## src/game_consts.svh

```systemverilog
`ifndef GAME_CONSTS_SVH
`define GAME_CONSTS_SVH

// VGA 640x480, horizontal in pixels
`define H_ACTIVE 640
`define H_FRONT 16
`define H_SYNC 96
`define H_BACK 48

// Vertical in lines
`define V_ACTIVE 480
`define V_FRONT 10
`define V_SYNC 2
`define V_BACK 33

// System clocks per pixel
`define PIX_DIV 4

// Stable clocks before a button level is accepted
`define DEBOUNCE_CYCLES 16

// System clocks per physics step
`define GAME_TICK_CYCLES 1000

// Scene geometry in pixels
`define CHAR_SIZE 16
`define WALL_W 8
`define GROUND_Y 440
`define START_X 312

// Motion, pixels per game tick
`define WALK_STEP 2
`define JUMP_VEL 8
`define GRAVITY 1

// 12-bit colours as r, g, b nibbles
`define COL_CHAR 12'hF80
`define COL_FLOOR 12'h4A2
`define COL_WALL 12'h888
`define COL_BG 12'h125

`endif
```

## src/game_pkg.sv

```systemverilog
package game_pkg;

    // Screen position of the character's top-left corner
    // Signed so that intermediate sums below zero compare correctly
    typedef logic signed [10:0] pos_t;

    // Vertical speed, positive is upwards
    typedef logic signed [5:0] vel_t;

    // What the character is doing after the latest game tick
    typedef enum logic [1:0] {
        motion_idle,
        motion_walk,
        motion_rise,
        motion_fall
    } motion_t;

endpackage

```

## src/video_pkg.sv

```systemverilog
package video_pkg;

    // One pixel colour, 4 bits per channel
    typedef struct packed {
        logic [3:0] r;
        logic [3:0] g;
        logic [3:0] b;
    } rgb_t;

    // Scan position, wide enough for 800 columns and 525 lines
    typedef logic [9:0] coord_t;

endpackage

```

## src/game_ifs.sv

```systemverilog
`timescale 1ns/1ns

// Scan position and sync from the timing generator
interface vga_if;
    import video_pkg::*;

    coord_t x;
    coord_t y;
    logic video_on;
    logic pix_tick;
    logic hsync;
    logic vsync;

    modport src (output x, y, video_on, pix_tick, hsync, vsync);
    modport snk (input x, y, video_on, pix_tick);
endinterface

// Character position and status from the physics block
interface char_if;
    import game_pkg::*;

    pos_t pos_x;
    pos_t pos_y;
    logic on_ground;
    motion_t state;

    modport src (output pos_x, pos_y, on_ground, state);
    modport snk (input pos_x, pos_y);
endinterface

```

## src/platformer_top.sv

```systemverilog
`timescale 1ns/1ns

module platformer_top (
    input  logic sys_clk,
    input  logic sys_rst_n,
    input  logic left_btn,
    input  logic right_btn,
    input  logic jump_btn,
    output logic hsync,
    output logic vsync,
    output logic [11:0] rgb,
    output logic signed [10:0] char_x,
    output logic signed [10:0] char_y,
    output logic on_ground
);
    logic left_lvl;
    logic right_lvl;
    logic jump_pulse;

    vga_if  vga_bus ();
    char_if chr_bus ();

    // Walking uses held levels, jumping uses the press edge
    btn_debounce u_db_left (
        .sys_clk   (sys_clk),
        .sys_rst_n (sys_rst_n),
        .raw       (left_btn),
        .level     (left_lvl),
        .rise      ()
    );

    btn_debounce u_db_right (
        .sys_clk   (sys_clk),
        .sys_rst_n (sys_rst_n),
        .raw       (right_btn),
        .level     (right_lvl),
        .rise      ()
    );

    btn_debounce u_db_jump (
        .sys_clk   (sys_clk),
        .sys_rst_n (sys_rst_n),
        .raw       (jump_btn),
        .level     (),
        .rise      (jump_pulse)
    );

    char_physics u_char (
        .sys_clk   (sys_clk),
        .sys_rst_n (sys_rst_n),
        .left      (left_lvl),
        .right     (right_lvl),
        .jump_rise (jump_pulse),
        .chr       (chr_bus.src)
    );

    vga_timing u_vga (
        .sys_clk   (sys_clk),
        .sys_rst_n (sys_rst_n),
        .vga       (vga_bus.src)
    );

    pixel_gen u_pix (
        .sys_clk   (sys_clk),
        .sys_rst_n (sys_rst_n),
        .vga       (vga_bus.snk),
        .chr       (chr_bus.snk),
        .rgb       (rgb)
    );

    assign hsync = vga_bus.hsync;
    assign vsync = vga_bus.vsync;

    // Status for the testbench
    assign char_x = chr_bus.pos_x;
    assign char_y = chr_bus.pos_y;
    assign on_ground = chr_bus.on_ground;
endmodule

```

## src/pixel_gen.sv

```systemverilog
`timescale 1ns/1ns
`include "game_consts.svh"

module pixel_gen (
    input  logic sys_clk,
    input  logic sys_rst_n,
    vga_if.snk   vga,
    char_if.snk  chr,
    output video_pkg::rgb_t rgb
);
    import video_pkg::*;
    import game_pkg::*;

    pos_t px;
    pos_t py;
    logic in_char;
    logic in_floor;
    logic in_wall;
    rgb_t col_next;

    // Scan position widened to the signed character range
    assign px = pos_t'(vga.x);
    assign py = pos_t'(vga.y);

    assign in_char = (px >= chr.pos_x) && (px < chr.pos_x + pos_t'(`CHAR_SIZE)) &&
                     (py >= chr.pos_y) && (py < chr.pos_y + pos_t'(`CHAR_SIZE));
    assign in_floor = (vga.y >= coord_t'(`GROUND_Y));
    assign in_wall = (vga.x < coord_t'(`WALL_W)) ||
                     (vga.x >= coord_t'(`H_ACTIVE - `WALL_W));

    // Character drawn over everything else
    always_comb begin
        if (in_char) begin
            col_next = rgb_t'(`COL_CHAR);
        end else if (in_floor) begin
            col_next = rgb_t'(`COL_FLOOR);
        end else if (in_wall) begin
            col_next = rgb_t'(`COL_WALL);
        end else begin
            col_next = rgb_t'(`COL_BG);
        end
    end

    // Blank during retrace
    always_ff @(posedge sys_clk or negedge sys_rst_n) begin
        if (!sys_rst_n) begin
            rgb <= '0;
        end else if (vga.pix_tick) begin
            rgb <= vga.video_on ? col_next : '0;
        end
    end
endmodule

```

## src/char_physics.sv

```systemverilog
`timescale 1ns/1ns
`include "game_consts.svh"

module char_physics (
    input logic sys_clk,
    input logic sys_rst_n,
    input logic left,
    input logic right,
    input logic jump_rise,
    char_if.src chr
);
    import game_pkg::*;

    localparam int TICK_W = $clog2(`GAME_TICK_CYCLES);
    localparam pos_t X_MIN = pos_t'(`WALL_W);
    localparam pos_t X_MAX = pos_t'(`H_ACTIVE - `WALL_W - `CHAR_SIZE);
    localparam pos_t Y_REST = pos_t'(`GROUND_Y - `CHAR_SIZE);

    logic [TICK_W-1:0] tick_cnt;
    logic game_tick;
    logic jump_pend;
    logic jump_now;
    pos_t pos_x, pos_y, x_next, y_next, y_try;
    vel_t vel, vel_next;
    logic on_ground, ground_next;
    motion_t state, state_next;

    always_ff @(posedge sys_clk or negedge sys_rst_n) begin
        if (!sys_rst_n) begin
            tick_cnt <= '0;
        end else if (game_tick) begin
            tick_cnt <= '0;
        end else begin
            tick_cnt <= tick_cnt + 1'b1;
        end
    end

    assign game_tick = (tick_cnt == TICK_W'(`GAME_TICK_CYCLES - 1));

    // A press between ticks is held for the next tick only
    assign jump_now = jump_pend || jump_rise;

    always_ff @(posedge sys_clk or negedge sys_rst_n) begin
        if (!sys_rst_n) begin
            jump_pend <= 1'b0;
        end else begin
            jump_pend <= game_tick ? 1'b0 : jump_now;
        end
    end

    always_comb begin
        x_next = pos_x;
        y_next = pos_y;
        vel_next = vel;
        ground_next = on_ground;
        y_try = pos_y - pos_t'(vel);

        // Walk only with exactly one direction held
        if (right && !left) begin
            x_next = (pos_x + pos_t'(`WALK_STEP) >= X_MAX) ? X_MAX : pos_x + pos_t'(`WALK_STEP);
        end else if (left && !right) begin
            x_next = (pos_x - pos_t'(`WALK_STEP) <= X_MIN) ? X_MIN : pos_x - pos_t'(`WALK_STEP);
        end

        // Take-off tick only sets the speed, motion starts next tick
        if (on_ground) begin
            if (jump_now) begin
                vel_next = vel_t'(`JUMP_VEL);
                ground_next = 1'b0;
            end
        end else if (y_try >= Y_REST) begin
            y_next = Y_REST;
            vel_next = '0;
            ground_next = 1'b1;
        end else begin
            y_next = y_try;
            vel_next = vel - vel_t'(`GRAVITY);
        end

        if (!ground_next) begin
            state_next = (vel_next > 0) ? motion_rise : motion_fall;
        end else if (left ^ right) begin
            state_next = motion_walk;
        end else begin
            state_next = motion_idle;
        end
    end

    always_ff @(posedge sys_clk or negedge sys_rst_n) begin
        if (!sys_rst_n) begin
            pos_x <= pos_t'(`START_X);
            pos_y <= Y_REST;
            vel <= '0;
            on_ground <= 1'b1;
            state <= motion_idle;
        end else if (game_tick) begin
            pos_x <= x_next;
            pos_y <= y_next;
            vel <= vel_next;
            on_ground <= ground_next;
            state <= state_next;
        end
    end

    assign chr.pos_x = pos_x;
    assign chr.pos_y = pos_y;
    assign chr.on_ground = on_ground;
    assign chr.state = state;

    a_x_in_walls: assert property (@(posedge sys_clk) disable iff (!sys_rst_n)
        pos_x >= X_MIN && pos_x <= X_MAX);
    a_y_above_floor: assert property (@(posedge sys_clk) disable iff (!sys_rst_n)
        pos_y <= Y_REST);
    a_ground_still: assert property (@(posedge sys_clk) disable iff (!sys_rst_n)
        on_ground |-> vel == '0);
endmodule

```

## src/vga_timing.sv

```systemverilog
`timescale 1ns/1ns
`include "game_consts.svh"

module vga_timing (
    input logic sys_clk,
    input logic sys_rst_n,
    vga_if.src  vga
);
    import video_pkg::*;

    localparam int DIV_W = $clog2(`PIX_DIV);
    localparam int H_TOTAL = `H_ACTIVE + `H_FRONT + `H_SYNC + `H_BACK;
    localparam int V_TOTAL = `V_ACTIVE + `V_FRONT + `V_SYNC + `V_BACK;
    localparam int H_SYNC_START = `H_ACTIVE + `H_FRONT;
    localparam int V_SYNC_START = `V_ACTIVE + `V_FRONT;

    logic [DIV_W-1:0] div_cnt;
    coord_t h_next;
    coord_t v_next;

    // One tick every PIX_DIV clocks
    always_ff @(posedge sys_clk or negedge sys_rst_n) begin
        if (!sys_rst_n) begin
            div_cnt <= '0;
            vga.pix_tick <= 1'b0;
        end else begin
            div_cnt <= div_cnt + 1'b1;
            vga.pix_tick <= (div_cnt == DIV_W'(`PIX_DIV - 1));
        end
    end

    // Next scan position, y steps when x wraps
    always_comb begin
        h_next = (vga.x == coord_t'(H_TOTAL - 1)) ? '0 : vga.x + 1'b1;
        v_next = vga.y;
        if (vga.x == coord_t'(H_TOTAL - 1)) begin
            v_next = (vga.y == coord_t'(V_TOTAL - 1)) ? '0 : vga.y + 1'b1;
        end
    end

    // Decodes are taken from the next position so they line up with x and y
    always_ff @(posedge sys_clk or negedge sys_rst_n) begin
        if (!sys_rst_n) begin
            vga.x <= '0;
            vga.y <= '0;
            vga.hsync <= 1'b1;
            vga.vsync <= 1'b1;
            vga.video_on <= 1'b1;
        end else if (vga.pix_tick) begin
            vga.x <= h_next;
            vga.y <= v_next;
            vga.hsync <= !(h_next >= coord_t'(H_SYNC_START) &&
                           h_next < coord_t'(H_SYNC_START + `H_SYNC));
            vga.vsync <= !(v_next >= coord_t'(V_SYNC_START) &&
                           v_next < coord_t'(V_SYNC_START + `V_SYNC));
            vga.video_on <= (h_next < coord_t'(`H_ACTIVE)) && (v_next < coord_t'(`V_ACTIVE));
        end
    end

    // Downstream logic relies on single-clock ticks
    a_tick_single: assert property (@(posedge sys_clk) disable iff (!sys_rst_n)
        vga.pix_tick |=> !vga.pix_tick);
endmodule

```

## src/btn_debounce.sv

```systemverilog
`timescale 1ns/1ns
`include "game_consts.svh"

module btn_debounce (
    input  logic sys_clk,
    input  logic sys_rst_n,
    input  logic raw,
    output logic level,
    output logic rise
);
    localparam int CNT_W = $clog2(`DEBOUNCE_CYCLES);

    logic [1:0] sync_q;
    logic [CNT_W-1:0] stable_cnt;
    logic level_d;

    // Two-flop synchroniser for the asynchronous button
    always_ff @(posedge sys_clk or negedge sys_rst_n) begin
        if (!sys_rst_n) begin
            sync_q <= '0;
        end else begin
            sync_q <= {sync_q[0], raw};
        end
    end

    // Count samples that disagree with the current level
    // Any agreeing sample restarts the count
    always_ff @(posedge sys_clk or negedge sys_rst_n) begin
        if (!sys_rst_n) begin
            stable_cnt <= '0;
            level <= 1'b0;
        end else if (sync_q[1] == level) begin
            stable_cnt <= '0;
        end else if (stable_cnt == CNT_W'(`DEBOUNCE_CYCLES - 1)) begin
            stable_cnt <= '0;
            level <= sync_q[1];
        end else begin
            stable_cnt <= stable_cnt + 1'b1;
        end
    end

    // Rise pulse lands one clock after the level goes high
    always_ff @(posedge sys_clk or negedge sys_rst_n) begin
        if (!sys_rst_n) begin
            level_d <= 1'b0;
            rise <= 1'b0;
        end else begin
            level_d <= level;
            rise <= level && !level_d;
        end
    end
endmodule

```

## config.mk

```make
export PLATFORM = sky130hd
export DESIGN_NAME = platformer_top
export DESIGN_NICKNAME = d
export VERILOG_FILES = /design/src/game_pkg.sv /design/src/video_pkg.sv /design/src/game_ifs.sv /design/src/platformer_top.sv /design/src/pixel_gen.sv /design/src/char_physics.sv /design/src/vga_timing.sv /design/src/btn_debounce.sv
export VERILOG_INCLUDE_DIRS = /design/src
export SDC_FILE = /design/constraint.sdc
export NUM_CORES = 1
export LEC_CHECK = 0
export ABC_AREA = 1
export BUFFER_PORTS_ARGS = -buffer_cell sky130_fd_sc_hd__buf_4
export CAP_MARGIN = 20
export CELL_PAD_IN_SITES_DETAIL_PLACEMENT = 1
export CELL_PAD_IN_SITES_GLOBAL_PLACEMENT = 2
export CORE_UTILIZATION = 39
export DETAILED_ROUTE_END_ITERATION = 10
export GPL_TIMING_DRIVEN = 1
export HOLD_SLACK_MARGIN = 0.12
export PLACE_DENSITY = 0.91
export SYNTH_ARGS = -nofsm -noshare
export SYNTH_HDL_FRONTEND = slang
export SYNTH_SLANG_ARGS = --single-unit
export TNS_END_PERCENT = 20
```

## constraint.sdc

```tcl
create_clock -name sys_clk -period 5.3 [get_ports sys_clk]
set_input_delay 0.265 -clock sys_clk [delete_from_list [all_inputs] [get_ports sys_clk]]
set_output_delay 0.265 -clock sys_clk [all_outputs]
set_load 0.05 [all_outputs]
```

Word level (Yosys, flattened, before mapping) --
Index checks and enable logic that the tools add are counted.
Word-level totals: output and inout port bits 37, register bits 101
Operators by class: $lt $le $gt $ge 16, equal/unequal tests 11, add/subtract/negate cells 13, reductions and logical operators 23, bitwise operators 4, muxes and demuxes 26
Operator list (number):
- $mux 11 | 5
- $mux 12 | 4
- $mux 10 | 4
- $add 10x1->10 const B | 3
- $eq 10x10->1 const B | 3
- $mux 4 | 6
- $add 11x6->11 const B | 2
- $ge 11x11->1 | 2
- $lt 11x11->1 | 2
- $ge 10x10->1 const B | 2
- $ge 10x9->1 const B | 2
- $lt 10x10->1 const B | 2
- $lt 10x9->1 const B | 2
- $mux 6 | 3
- $add 4x1->4 const B | 3
- $eq 4x4->1 const B | 3
- $reduce_and 2->1 | 6
- $add 11x3->11 const B | 1
- $ge 11x10->1 const B | 1
- $ge 11x11->1 const B | 1
- $le 11x5->1 const B | 1
- $sub 11x3->11 const B | 1
- $sub 11x6->11 | 1
- $lt 10x4->1 const B | 1
- other kinds (11) | 32

Logic depth before layout (Yosys ltp) --
depth in word-level cells 7, mapped depth 17

Modules after synthesis --
A second synthesis with hierarchy kept.
Second synthesis, totals: cells, all modules 978, area total of the unflattened synthesis 7188.1 µm²
By module, submodules not included:
- char_physics | area an instance 2990.4 µm², times used 1, seq. area each 1037.2 µm², cells an instance 423
- vga_timing | area an instance 1661.6 µm², times used 1, seq. area each 654.4 µm², cells an instance 230
- pixel_gen | area an instance 1541.5 µm², times used 1, seq. area each 225.2 µm², cells an instance 232
- btn_debounce | area an instance 331.6 µm², times used 3, seq. area each 225.2 µm², cells an instance 31

Least setup slack after synthesis --
No wires, ideal clock.
path kind reg2reg, start register u_char.pos_x[6], in the netlist u_char.chr.pos_x[6], end register u_pix.rgb[2] (netlist name), period minus slack after synthesis 2376 ps, cell stages (with the launch flop) 15, data arrival time 2258 ps, path slack 2924 ps, setup time 118 ps, cell sequence dfrtp_1 -> buf_2 -> nand2_2 -> nor3_2 -> nand2_1 -> xor2_1 -> ha_1 -> nor2_1 -> o21ai_0 -> nor2_1 -> nand2_1 -> nor2_2 -> nand3_4 -> nand3_1 -> nand2_1
Between the ends: cells in the longest elaborated chain, start to end 7, elaborated cells between the ends (all ways) 8, classes of those cells 1 x add/sub; 2 x order compare; 2 x mux; 3 x reduce/logical
Ends and longest elaborated chain:
- start, declared | line char_physics.sv:23 | pos_t pos_x, pos_y, x_next, y_next, y_try;
- start signal, assigned | line char_physics.sv:91 | pos_x <= pos_t'(`START_X);
- start signal, assigned | line char_physics.sv:97 | pos_x <= x_next;
- $add 11x6->11 | line pixel_gen.sv:25 | assign in_char = (px >= chr.pos_x) && (px < chr.pos_x + pos_t'(`CHAR_SIZE)) &&
- $lt 11x11->1 | line pixel_gen.sv:25
- $logic_and 1x1->1 * (3 in a row) | line pixel_gen.sv:25
- $mux 12 * | line pixel_gen.sv:33 | if (in_char) begin
- $mux 12 * | line pixel_gen.sv:49 | rgb <= vga.video_on ? col_next : '0;
Mark *: on every way between the ends. The rest lies on a longest branch, timed or not. A chain may end at the register's enable or synchronous reset.

Final worst setup path --
start register u_char.pos_x[4], in the netlist u_char.chr.pos_x[4], end register u_pix.rgb[5] (netlist name)
Between the ends: cells in the longest elaborated chain, start to end 7, elaborated cells between the ends (all ways) 8, classes of those cells 1 x add/sub; 2 x order compare; 2 x mux; 3 x reduce/logical
Ends and longest elaborated chain (line):
- $add 11x6->11 | pixel_gen.sv:25
- $lt 11x11->1 | pixel_gen.sv:25
- $logic_and 1x1->1 * (3 in a row) | pixel_gen.sv:25
- $mux 12 * | pixel_gen.sv:33
- $mux 12 * | pixel_gen.sv:49
Marks and branches as above.

==> results.yml <==
worst_setup_path:
  reg2reg_slack_ns: 2.91
  crit_start: "u_char.chr.pos_x[4]"
  reg2regPathDepth: 13
  worst_setup_path_start_kind: "flop"
  crit_path_end: "u_pix.rgb[5]"
  r2r_start: "u_char.chr.pos_x[4]"
  critPathRequiredTime_ns: 5.54
  cpMostUsedCell: "nand2_1"
  path_class: "flop to flop"
  path_cells: "ha_1, inv_1, nor2_1, xor2_1, ha_1, nand2_1, inv_1, nand2_1, a21boi_0, nor2_2, nand3_4, nand3_1, nand2_1"
  worstReg2RegEnd: "u_pix.rgb[5]"
  critPathMaxFanout: 9
  setup.worst_path.end_class: "flop"
  slowest_delay_ns: 0.62
  arrival_ns: 2.64
  worst_path_max_delay_cell: "dfstp_2"
yosys:
  syn-mean-instance-area_um2: 7.428
  synth_ff_type: "dfrtp_1"
  ys_ff_latch: 97
  synthDistinctLibCells: 48
  synth.top_cell.area_share: 0.3106
  yosysWarnings: 0
  ys_seq_area_frac: 0.3566
  synth_top_area_cell: "dfrtp_1"
  synthTopCellsByArea: "dfrtp_1 (31%), nand2_1 (14%), ha_1 (10%)"
  synthesis.area_um2: 6849
  async_flop_share: 1.000
  postSynthCellCount: 922
  synth_edf_count: 0
global_route:
  grt_first_pass_wirelength_um: 30730
  track_usage: 0.2129
  grt_pass1_vias: 6165
  grt_max_degree: 60
  antenna_found_initial: 0
  grt-ovfl-total: 0
timing:
  min_period_over_period: 0.4513
  rsz0062_at_grt: "false"
  setup_tns_ns: 0
  max_freq_ghz: 0.4181
  finalClockSkew_ns: 0.005126
  finalHoldViolations: 0
  drv_slew: 0
  final.min_clock_period_ns: 2.392
  setup_ws_ns: 2.908
  slew_headroom: 0.3753
  worst_pin_slew_ns: 0.9361
  setup_viol: 0
min_path:
  hp-class: "flop to flop"
floorplanning:
  fp.coreArea_um2: 17240
  die_w_um: 134.5
  die_area_um2: 18100
  ios: 42
  die_y_um: 134.5
  initial_core_util: 0.3974
  rows: 48
placed_design:
  hpwl_um: 13560
  place_area_um2: 7347
  post-place-ws_ns: 2.902
  place_congestion: 0.8002
  port_buffers: 38
job:
  cap_violations: 0
clocking:
  cts_max_level: 3
  clk-insertion-delay-late_ns: 0.35
  cts_resized: 0
  path_clk_slew_ns: 0.08
  cts_root_buf: "clkbuf_16"
  cts.sink_count: 97
  cts_buffers: 9
  cts_tree: "done"
  cts_setup_buffers: 0
  cts_hold_buf: 4
  ctsLongestPathBuffers: 2
detailed_routing:
  post_drt_wl_per_cell_um: 14.75
  drc_errors: 0
  avgViaCountPerCell: 5.009
  drt_iter0_markers: 275
  drt-pass1-iter-count: 4
  postRouteAntennaNets: 0
  wirelength_um: 17610
  vias: 5981
cells_and_area:
  area_growth_pct: 12.22
  drive_gt1_frac: 0.1218
  mostFrequentLayoutCell: "nand2_1"
  stdcell_area_um2: 7686
  num-nets-final: 1027
  antenna_cells: 0
  layout_common_cells: "nand2_1 (261), inv_1 (112), nor2_1 (100)"
pwr:
  vdd_ir_drop_max_mv: 0.1419
  power_density_nw_per_um2: 189.9
  p_leak_nw: 3.997
status:
  status: "finished, final reports clean"
## synthesized netlist by cell type, types with 2 or more instances
master    instances
a21oi_2           6
o22ai_1           3
inv_1           112
nor2_4            6
a21boi_1          2
o21ai_1           5
xnor2_1          12
nand4_1          16
nor4_1            2
nor3_2            4
o21ai_0          39
ha_1             57
buf_2             4
nand2_1         261
a31oi_1           4
nor3_1            8
inv_2            11
clkbuf_1          5
buf_4             4
nand3_1          57
dfstp_2          12
xor2_1           31
nand3_2           6
nand3b_1          5
buf_6             2
nor2_1          100
o211ai_1          2
o21a_1            2
dfrtp_1          85
a21oi_1          29
nand2_2           7
nor2_2            3
or2_2             2
o21bai_1          4
## layout make-up
type                    count  area (µm²)
clock inverters             7       73.82
multi-input cells         689        3861
inverters                 123       461.7
clock buffers               9       225.2
fillers                  2178        9550
repair buffers             44       340.3
well taps                 225       281.5
flip-flops and latches     97        2442
## sequential cells by signal, summed over array words and instances (netlist names), 4 cells and up
name                   count
u_vga.vga.x               10
u_pix.rgb                  9
u_char.vel                 6
u_char.tick_cnt           10
u_db_right.stable_cnt      4
u_char.chr.pos_x          10
u_db_left.stable_cnt       4
u_db_jump.stable_cnt       4
u_char.chr.pos_y          11
u_vga.vga.y               10
## logic make-up (layout without fill, tap and decap cells)
| kind of cell | count (synthesis) | count (layout) | synth area share |
|---|---|---|---|
| AO/OA/AOI/OAI | 102 | 102 | 0.08549 |
| XOR/XNOR | 44 | 44 | 0.05736 |
| adder cells (fa/ha/maj) | 58 | 58 | 0.1071 |
| buffers and inverters | 138 | 183 | 0.08075 |
| flip-flops | 97 | 97 | 0.3566 |
| multiplexers | 1 | 1 | 0.001644 |
| other | 1 | 3 | 0.0005475 |
| AND/OR/NAND/NOR | 481 | 481 | 0.3106 |
## worst max-delay path: cells and delay by family (launching register included)
family,cells,cell delay (ns)
flops,1,0.62
fa+ha+maj,2,0.52
simple gates,7,0.74
xor+xnor,1,0.17
buf+inv,2,0.14
compound gates,1,0.09
## per-layer routing
metal	part of all wire	vias to the layer above	track usage
met5	0	-	0
met4	0.017	0	0.06429
met3	0.023	18	0.02815
met2	0.47	54	0.3480
met1	0.49	2882	0.2932
li1	-	3027	-
## worst min-delay path by stage
stage | startpoint | end | slack (ns) | cells past startpoint
finish | u_db_right.sync_q[0] | u_db_right.sync_q[1] | 0.36 | 0
global route | u_db_right.sync_q[0] | u_db_right.sync_q[1] | 0.37 | 0
CTS | u_db_right.sync_q[0] | u_db_right.sync_q[1] | 0.36 | 0
detailed placement | sys_rst_n | u_char.chr.pos_x[2] | 0.28 | 1
global placement | sys_rst_n | u_char.chr.pos_x[2] | 0.28 | 1
floorplan | sys_rst_n | u_char.chr.pos_x[10] | -0.03 | 0
## through the flow
stage | total power, mW | hold slack [ns] | util | cells
final | 1.460 | 0.3559 | 0.4459 | 1194
after global routing | 1.509 | 0.3737 | 0.4459 | 1194
after detailed placement | 0.8066 | 0.2848 | 0.4262 | 1174
after CTS | 1.479 | 0.3622 | 0.4459 | 1194
after floorplan | 0.7847 | -0.03059 | - | 924
after global placement | 0.8041 | 0.2790 | 0.4262 | 1174
## power by group
group | internal, mW | total, mW | switching, mW
Clock | 0.334 | 0.668 | 0.334
Combinational | 0.0107 | 0.0384 | 0.0277
Sequential | 0.748 | 0.754 | 0.00575
Power figures use the tool's default switching activity.
